===== config.mk =====
export PLATFORM = sky130hd
export DESIGN_NAME = ccm_top
export DESIGN_NICKNAME = d
export VERILOG_FILES = /design/src/verilog/ccm_pkg.sv /design/src/verilog/ccm_coe_bank.sv /design/src/verilog/ccm_matrix.sv /design/src/verilog/ccm_top.sv
export SDC_FILE = /design/constraint.sdc
export NUM_CORES = 2
export LEC_CHECK = 0
export BUFFER_PORTS_ARGS = -buffer_cell sky130_fd_sc_hd__buf_2
export CAP_MARGIN = 20
export CORE_MARGIN = 5
export CORE_UTILIZATION = 46
export DETAILED_ROUTE_END_ITERATION = 6
export PLACE_DENSITY = 0.68
export SYNTH_ARGS = -nofsm -noshare
export SYNTH_HDL_FRONTEND = slang
export SYNTH_SLANG_ARGS = --single-unit

===== constraint.sdc =====
create_clock -name clk -period 36.1 [get_ports clk]
set_input_delay 5.415 -clock clk [delete_from_list [all_inputs] [get_ports clk]]
set_output_delay 5.415 -clock clk [all_outputs]
set_load 0.01 [all_outputs]

===== src/verilog/ccm_pkg.sv =====
// colour correction matrix shared widths, coefficient format and latency
`default_nettype none

package ccm_pkg;

    // --------------------------------------------------
    // pixel format
    // --------------------------------------------------
    localparam int PIXEL_WIDTH = 8;
    // r, g and b components per pixel
    localparam int COMP_COUNT = 3;
    localparam int PIXEL_BUS_WIDTH = PIXEL_WIDTH * COMP_COUNT;

    // --------------------------------------------------
    // coefficient format, signed Q4.10
    // --------------------------------------------------
    localparam int COE_WIDTH = 16;
    localparam int COE_USED_WIDTH = 14;
    localparam int COE_FRACTION_WIDTH = 10;
    // row order r' = c0..c2, g' = c3..c5, b' = c6..c8
    localparam int COE_COUNT = 9;
    localparam int COE_ADDR_WIDTH = 4;
    localparam int COE_BUS_WIDTH = COE_WIDTH * COE_COUNT;

    // 1.0 in Q4.10
    localparam logic [COE_WIDTH-1:0] COE_ONE = 16'd1024;

    // identity matrix, c0 in the low bits
    localparam logic [COE_BUS_WIDTH-1:0] COE_IDENTITY = {
        COE_ONE, 16'd0, 16'd0,
        16'd0, COE_ONE, 16'd0,
        16'd0, 16'd0, COE_ONE
    };

    // --------------------------------------------------
    // arithmetic widths through the pipeline
    // --------------------------------------------------
    localparam int PRODUCT_WIDTH = 2 * COE_USED_WIDTH;
    localparam int PAIR_WIDTH = PRODUCT_WIDTH + 1;
    localparam int SUM_WIDTH = PAIR_WIDTH + 1;
    localparam int ROUND_WIDTH = SUM_WIDTH + 1;

    // 0.5 in Q4.10, added before truncation
    localparam logic signed [ROUND_WIDTH-1:0] ROUND_HALF = 31'sd512;

    // pixel latency through the matrix in clock cycles
    localparam int PIPE_LATENCY = 5;

endpackage

`default_nettype wire


===== src/verilog/ccm_coe_bank.sv =====
// coefficient bank with pending set and frame-synchronous active set
`default_nettype none

module ccm_coe_bank (
    input  wire logic                                 clk,
    input  wire logic                                 rst_n_i,

    // host write port
    input  wire logic                                 coe_we_i,
    input  wire logic [ccm_pkg::COE_ADDR_WIDTH-1:0]   coe_addr_i,
    input  wire logic [ccm_pkg::COE_WIDTH-1:0]        coe_data_i,

    // vertical sync of the incoming video
    input  wire logic                                 vs_i,

    // active coefficients, c0 in the low bits
    output logic      [ccm_pkg::COE_BUS_WIDTH-1:0]    coe_o
);

    logic [ccm_pkg::COE_WIDTH-1:0] coe_pend [ccm_pkg::COE_COUNT];
    logic [ccm_pkg::COE_WIDTH-1:0] coe_act  [ccm_pkg::COE_COUNT];
    logic                          vs_q;
    logic                          frame_start;

    // --------------------------------------------------
    // frame start detect
    // --------------------------------------------------
    always_ff @(posedge clk) begin
        if (!rst_n_i) begin
            vs_q <= 1'b0;
        end else begin
            vs_q <= vs_i;
        end
    end

    // first cycle of vs high
    assign frame_start = vs_i & ~vs_q;

    // --------------------------------------------------
    // pending set
    // --------------------------------------------------
    // addresses 9..15 match no register and are dropped
    always_ff @(posedge clk) begin
        if (!rst_n_i) begin
            for (int k = 0; k < ccm_pkg::COE_COUNT; k++) begin
                coe_pend[k] <= ccm_pkg::COE_IDENTITY[k*ccm_pkg::COE_WIDTH +: ccm_pkg::COE_WIDTH];
            end
        end else begin
            for (int k = 0; k < ccm_pkg::COE_COUNT; k++) begin
                if (coe_we_i && (coe_addr_i == ccm_pkg::COE_ADDR_WIDTH'(k))) begin
                    coe_pend[k] <= coe_data_i;
                end
            end
        end
    end

    // --------------------------------------------------
    // active set
    // --------------------------------------------------
    // copies the pending values as they stood before this edge,
    // so a write on the frame start edge waits for the next frame
    always_ff @(posedge clk) begin
        if (!rst_n_i) begin
            for (int k = 0; k < ccm_pkg::COE_COUNT; k++) begin
                coe_act[k] <= ccm_pkg::COE_IDENTITY[k*ccm_pkg::COE_WIDTH +: ccm_pkg::COE_WIDTH];
            end
        end else if (frame_start) begin
            for (int k = 0; k < ccm_pkg::COE_COUNT; k++) begin
                coe_act[k] <= coe_pend[k];
            end
        end
    end

    // flatten for the matrix
    always_comb begin
        for (int k = 0; k < ccm_pkg::COE_COUNT; k++) begin
            coe_o[k*ccm_pkg::COE_WIDTH +: ccm_pkg::COE_WIDTH] = coe_act[k];
        end
    end

endmodule

`default_nettype wire


===== src/verilog/ccm_matrix.sv =====
// 3x3 colour matrix pipeline with rounding, clipping and aligned sync levels
`default_nettype none

module ccm_matrix (
    input  wire logic                                  clk,
    input  wire logic                                  rst_n_i,

    // active coefficients, c0 in the low bits
    input  wire logic [ccm_pkg::COE_BUS_WIDTH-1:0]     coe_i,

    // R in 7:0, G in 15:8, B in 23:16
    input  wire logic [ccm_pkg::PIXEL_BUS_WIDTH-1:0]   di_i,
    input  wire logic                                  de_i,
    input  wire logic                                  hs_i,
    input  wire logic                                  vs_i,

    output logic      [ccm_pkg::PIXEL_BUS_WIDTH-1:0]   do_o,
    output logic                                       de_o,
    output logic                                       hs_o,
    output logic                                       vs_o
);

    localparam int ZERO_FILL = ccm_pkg::COE_USED_WIDTH - ccm_pkg::PIXEL_WIDTH;
    localparam int OVERFLOW_LSB = ccm_pkg::COE_FRACTION_WIDTH + ccm_pkg::PIXEL_WIDTH;
    localparam int SYNC_DEPTH = ccm_pkg::PIPE_LATENCY - 1;

    // unpacked operands
    logic signed [ccm_pkg::COE_USED_WIDTH-1:0] coe     [ccm_pkg::COE_COUNT];
    logic signed [ccm_pkg::COE_USED_WIDTH-1:0] pix_ext [ccm_pkg::COMP_COUNT];

    // stage 0
    logic signed [ccm_pkg::PRODUCT_WIDTH-1:0]  prod    [ccm_pkg::COE_COUNT];
    // stage 1
    logic signed [ccm_pkg::PAIR_WIDTH-1:0]     pair    [ccm_pkg::COMP_COUNT];
    logic signed [ccm_pkg::PRODUCT_WIDTH-1:0]  third   [ccm_pkg::COMP_COUNT];
    // stage 2
    logic signed [ccm_pkg::SUM_WIDTH-1:0]      sum     [ccm_pkg::COMP_COUNT];
    // stage 3
    logic signed [ccm_pkg::ROUND_WIDTH-1:0]    rnd     [ccm_pkg::COMP_COUNT];

    // {vs, hs, de} per stage
    logic [2:0] sync_sr [SYNC_DEPTH];

    // --------------------------------------------------
    // operand unpacking
    // --------------------------------------------------
    always_comb begin
        for (int k = 0; k < ccm_pkg::COE_COUNT; k++) begin
            // only the low 14 bits carry the Q4.10 value
            coe[k] = coe_i[k*ccm_pkg::COE_WIDTH +: ccm_pkg::COE_USED_WIDTH];
        end
        for (int c = 0; c < ccm_pkg::COMP_COUNT; c++) begin
            pix_ext[c] = {{ZERO_FILL{1'b0}}, di_i[c*ccm_pkg::PIXEL_WIDTH +: ccm_pkg::PIXEL_WIDTH]};
        end
    end

    // --------------------------------------------------
    // arithmetic stages 0..3
    // --------------------------------------------------
    always_ff @(posedge clk) begin
        // stage 0, nine products
        for (int r = 0; r < ccm_pkg::COMP_COUNT; r++) begin
            for (int c = 0; c < ccm_pkg::COMP_COUNT; c++) begin
                prod[r*ccm_pkg::COMP_COUNT + c] <= coe[r*ccm_pkg::COMP_COUNT + c] * pix_ext[c];
            end
        end

        for (int r = 0; r < ccm_pkg::COMP_COUNT; r++) begin
            // stage 1, first two terms of the row
            pair[r]  <= prod[r*ccm_pkg::COMP_COUNT] + prod[r*ccm_pkg::COMP_COUNT + 1];
            third[r] <= prod[r*ccm_pkg::COMP_COUNT + 2];

            // stage 2, full row sum
            sum[r] <= pair[r] + third[r];

            // stage 3, round to nearest
            rnd[r] <= sum[r] + ccm_pkg::ROUND_HALF;
        end
    end

    // --------------------------------------------------
    // stage 4, clip to 0..255
    // --------------------------------------------------
    always_ff @(posedge clk) begin
        for (int r = 0; r < ccm_pkg::COMP_COUNT; r++) begin
            if (rnd[r][ccm_pkg::ROUND_WIDTH-1]) begin
                // negative result
                do_o[r*ccm_pkg::PIXEL_WIDTH +: ccm_pkg::PIXEL_WIDTH] <= '0;
            end else if (|rnd[r][ccm_pkg::ROUND_WIDTH-2:OVERFLOW_LSB]) begin
                // above 255 after the shift
                do_o[r*ccm_pkg::PIXEL_WIDTH +: ccm_pkg::PIXEL_WIDTH] <= '1;
            end else begin
                do_o[r*ccm_pkg::PIXEL_WIDTH +: ccm_pkg::PIXEL_WIDTH] <=
                    rnd[r][ccm_pkg::COE_FRACTION_WIDTH +: ccm_pkg::PIXEL_WIDTH];
            end
        end
    end

    // --------------------------------------------------
    // sync level delay
    // --------------------------------------------------
    // four stages here plus the output register match the data path
    always_ff @(posedge clk) begin
        if (!rst_n_i) begin
            for (int s = 0; s < SYNC_DEPTH; s++) begin
                sync_sr[s] <= 3'b000;
            end
            de_o <= 1'b0;
            hs_o <= 1'b0;
            vs_o <= 1'b0;
        end else begin
            sync_sr[0] <= {vs_i, hs_i, de_i};
            for (int s = 1; s < SYNC_DEPTH; s++) begin
                sync_sr[s] <= sync_sr[s-1];
            end
            de_o <= sync_sr[SYNC_DEPTH-1][0];
            hs_o <= sync_sr[SYNC_DEPTH-1][1];
            vs_o <= sync_sr[SYNC_DEPTH-1][2];
        end
    end

endmodule

`default_nettype wire


===== src/verilog/ccm_top.sv =====
// colour correction top level, coefficient bank feeding the matrix pipeline
`default_nettype none

module ccm_top (
    input  wire logic                                  clk,
    input  wire logic                                  rst_n_i,

    // host coefficient writes
    input  wire logic                                  coe_we_i,
    input  wire logic [ccm_pkg::COE_ADDR_WIDTH-1:0]    coe_addr_i,
    input  wire logic [ccm_pkg::COE_WIDTH-1:0]         coe_data_i,

    // video in
    input  wire logic [ccm_pkg::PIXEL_BUS_WIDTH-1:0]   di_i,
    input  wire logic                                  de_i,
    input  wire logic                                  hs_i,
    input  wire logic                                  vs_i,

    // video out, five cycles later
    output logic      [ccm_pkg::PIXEL_BUS_WIDTH-1:0]   do_o,
    output logic                                       de_o,
    output logic                                       hs_o,
    output logic                                       vs_o
);

    // active coefficient set
    logic [ccm_pkg::COE_BUS_WIDTH-1:0] coe_bus;

    // --------------------------------------------------
    // coefficient bank
    // --------------------------------------------------
    ccm_coe_bank u_coe_bank (
        .clk        (clk),
        .rst_n_i    (rst_n_i),
        .coe_we_i   (coe_we_i),
        .coe_addr_i (coe_addr_i),
        .coe_data_i (coe_data_i),
        .vs_i       (vs_i),
        .coe_o      (coe_bus)
    );

    // --------------------------------------------------
    // matrix pipeline
    // --------------------------------------------------
    ccm_matrix u_matrix (
        .clk     (clk),
        .rst_n_i (rst_n_i),
        .coe_i   (coe_bus),
        .di_i    (di_i),
        .de_i    (de_i),
        .hs_i    (hs_i),
        .vs_i    (vs_i),
        .do_o    (do_o),
        .de_o    (de_o),
        .hs_o    (hs_o),
        .vs_o    (vs_o)
    );

endmodule

`default_nettype wire

==> flow_summary.yaml <==
timing:
  holdWs_ps: 320
  fin_crit_sh_pct: 28.8
  clock_skew_ps: 31.9
  hold_viol_final: 0
  setup_tns_ps: 0
  fin_crit_ps: 10410
  worst_slew_pin_slew_ps: 1130
  max_slew_margin_pct: 24.9
  fmax_ghz: 0.0961
  slew_viol_final: 0
  setup_ws_ps: 25690
  rsz0062_at_grt: "no"
  final-setup-viol-count: 0
logic_synthesis:
  synth-warning-count: 0
  synth-simple-area-share_pct: 14.3
  yosys.area.top_type_share_pct: 25.6
  synthMuxAreaShare_pct: 0.0828
  synth_cell_type_count: 72
  synth_compound_area_share_pct: 6.51
  synth_top_flop_cell: "dfxtp_1"
  avgSynthCellArea_um2: 9.79
  synth_area_um2: 63500
  synth_fa_ha_area_share_pct: 36.9
  ys_ff_latch: 780
  synthTopCellsByCount: "inv_1 (1382), fa_1 (813), nand2_1 (649)"
  synthArstFlopShare_pct: 0
  synthMostInstantiatedCell: "inv_1"
  yosys-top-cells-area: "fa_1 (26%), dfxtp_1 (17%), edfxtp_1 (12%)"
  synth_seq_area_share_pct: 28.6
  syn_inst: 6485
  syn_nets: 7918
  synth_top_cell_by_area: "fa_1"
  synth_xor_area_share_pct: 4.66
  synth-edff-count: 252
  synth_top_family_by_area: "adder cells"
clock_tree:
  cts_setup_buffers: 0
  cts_tree: "built"
  cts_sinks: 780
  path_clk_slew_ps: 70
  htree_levels: 3
  numCtsBuffers: 85
  cts-root-buf: "clkbuf_16"
  cts_hold_buf: 0
  cts_resized: 0
  clock_latency_ps: 680
  clock_path_buffers: 3
placement:
  pre_cts_ws_ps: 24990
  gp_congestion: 0.879
  dp_hpwl_um: 103000
  port_buffers: 74
detailed_routing:
  wl_per_cell_um: 16.0
  wl_um: 134000
  vias_per_cell: 5.01
  detail-route-antenna-nets: 0
  vias: 42100
  dr.pass1.iters: 5
  drc: 0
  drt_iter0_markers: 2306
layout:
  layout-drive-gt1-share_pct: 4.17
  nets: 7960
  utilization_pct: 50.0
  fillers: 12400
  syn2layout_area_growth_pct: 8.16
grt:
  grt_pass1_vias: 44000
  track_usage_pct: 19.1
  grt-busiest-layer: "met2"
  antenna_found_initial: 16
  grt_pass1_wl_um: 226000
  met3_usage_pct: 2.55
  use_met2_pct: 31.4
  grt_util_met1_pct: 26.6
  grt_max_degree: 68
  grt_overflow_total: 0
die:
  io-pin-count: 77
  start_util_pct: 46.2
  core-area_um2: 137000
  fp.dieArea_um2: 146000
  rows: 136
  die_w_um: 381
  die_h_um: 381
power_and_ir_drop:
  power_per_cell_area_nw_per_um2: 74.9
  switchingPower_mw: 2.17
  p_seq_share_pct: 27.7
  power_frac_comb_pct: 55.2
  totalPowerFinal_mw: 5.14
  pwr-share-clk_pct: 17.0
  p_int_mw: 2.97
  p_sw_share_pct: 42.1
  peakVddDrop_mv: 0.0420
  p_leak_nw: 33.9
setup_path:
  max_stage_delay_ps: 760
  cp.arrival_ps: 10990
  crit_type: "input pin to flip-flop"
  crit_family: "adder cells"
  crit_path_start_kind: "input pin"
  crit_buf_inv: 4
  worst-path-max-fanout: 42
  critical_path.cell_chain: "buf_2 > nand2_1 > fa_1 > inv_1 > ha_1 > ha_1 > inv_1 > fa_1 > inv_1 > ha_1 > fa_1 > a21o_1 > a21oi_1 > o21bai_1 > a21oi_1 > o21ai_0 > a41oi_1 > o21ai_0 > a221oi_1 > xnor2_1"
  cp-end-kind: "flip-flop"
  cp_slowest_cell: "buf_2"
  required_ps: 36680
outcome:
  outcome: "finished, final reports clean"
flow_run:
  maxCapViolations: 0
hold_path:
  min_path_type: "flip-flop to flip-flop"
[cell families after synthesis]
| kind of cell | Yosys count |
|---|---|
| compound gates | 649 |
| xor+xnor | 338 |
| mux | 5 |
| fa+ha+maj | 1383 |
| flops | 780 |
| buf+inv | 1519 |
| simple gates | 1811 |
[per-stage QoR]
stage / cell area [um^2] / cells
2_1_floorplan: 63500 / 6485
5_1_grt: 68600 / 8397
3_5_place_dp: 65700 / 8233
6_report: 68600 / 8402
4_1_cts: 68600 / 8391
3_3_place_gp: 65700 / 8233
[flip-flops by register name (all words and copies together), names as in the netlist, 24 cells and up]
register,flops
u_matrix.do_o,24
u_matrix.third,69
u_matrix.sum,63
u_coe_bank.coe_pend,126
u_coe_bank.coe_act,126
u_matrix.prod,207
u_matrix.pair,87
u_matrix.rnd,63
[layout make-up]
class	count	area (um^2)	area share, %
Multi-Input combinational cell	4186	39700	57.8
Sequential cell	780	18100	26.4
Inverter	1383	5190	7.56
Clock buffer	112	2420	3.52
Tap cell	1794	2240	3.27
Timing Repair Buffer	91	515	0.751
Clock inverter	46	443	0.645
Antenna cell	10	25.0	0.0365
[power by group through the flow]
stage	Sequential, mW	Combinational, mW	Clock [mW]
floorplan	1.38	2.19	0
global placement	1.44	2.76	0
detailed placement	1.44	2.82	0
CTS	1.43	2.85	0.901
global route	1.46	3.26	0.939
finish	1.43	2.84	0.874
[cell usage in the layout, fill, tap and decap left out, types with 9 or more instances in the layout]
cell type and count:
nand2b_1 32, diode_2 10, o41ai_1 9, a31oi_1 19
xor2_1 88, or3_1 13, edfxtp_1 252, clkbuf_1 12
clkinv_2 22, xnor2_1 250, nor3_1 64, clkbuf_16 90
nand3_1 79, o211ai_1 12, clkbuf_8 10, and3_1 42
nor4_1 15, a21oi_1 232, and2_1 631, o31ai_1 16
a21boi_0 10, a211oi_1 17, a21o_1 76, buf_2 74
nor2b_1 26, buf_4 16, o21a_1 34, o21ai_0 97
a31o_2 9, nand2_1 649, nor2_1 197, dfxtp_1 528
nand4_1 27, ha_1 570, o21bai_1 31, a41oi_1 13
inv_1 1382, fa_1 813
[worst paths after layout]
path	startpoint	to	slack, ps	cells past startpoint
max	di_i[8]	u_matrix.prod[1][26]$_DFF_P_	25690	20
min reg2reg	u_matrix.prod[5][18]$_DFF_P_	u_matrix.third[0][46]$_DFF_P_	320	0
min	u_matrix.prod[5][18]$_DFF_P_	u_matrix.third[0][46]$_DFF_P_	320	0
max reg2reg	u_coe_bank.coe_act[0][36]$_SDFFCE_PN0P_	u_matrix.prod[2][26]$_DFF_P_	30720	19
[layer usage]
layer / up-vias / wire length (um)
met2: 923 / 62000
met4: 4 / 3360
met3: 162 / 7070
met1: 20800 / 61700
li1: 20200 / -
met5: - / 23
Power figures use the tool's default switching activity.
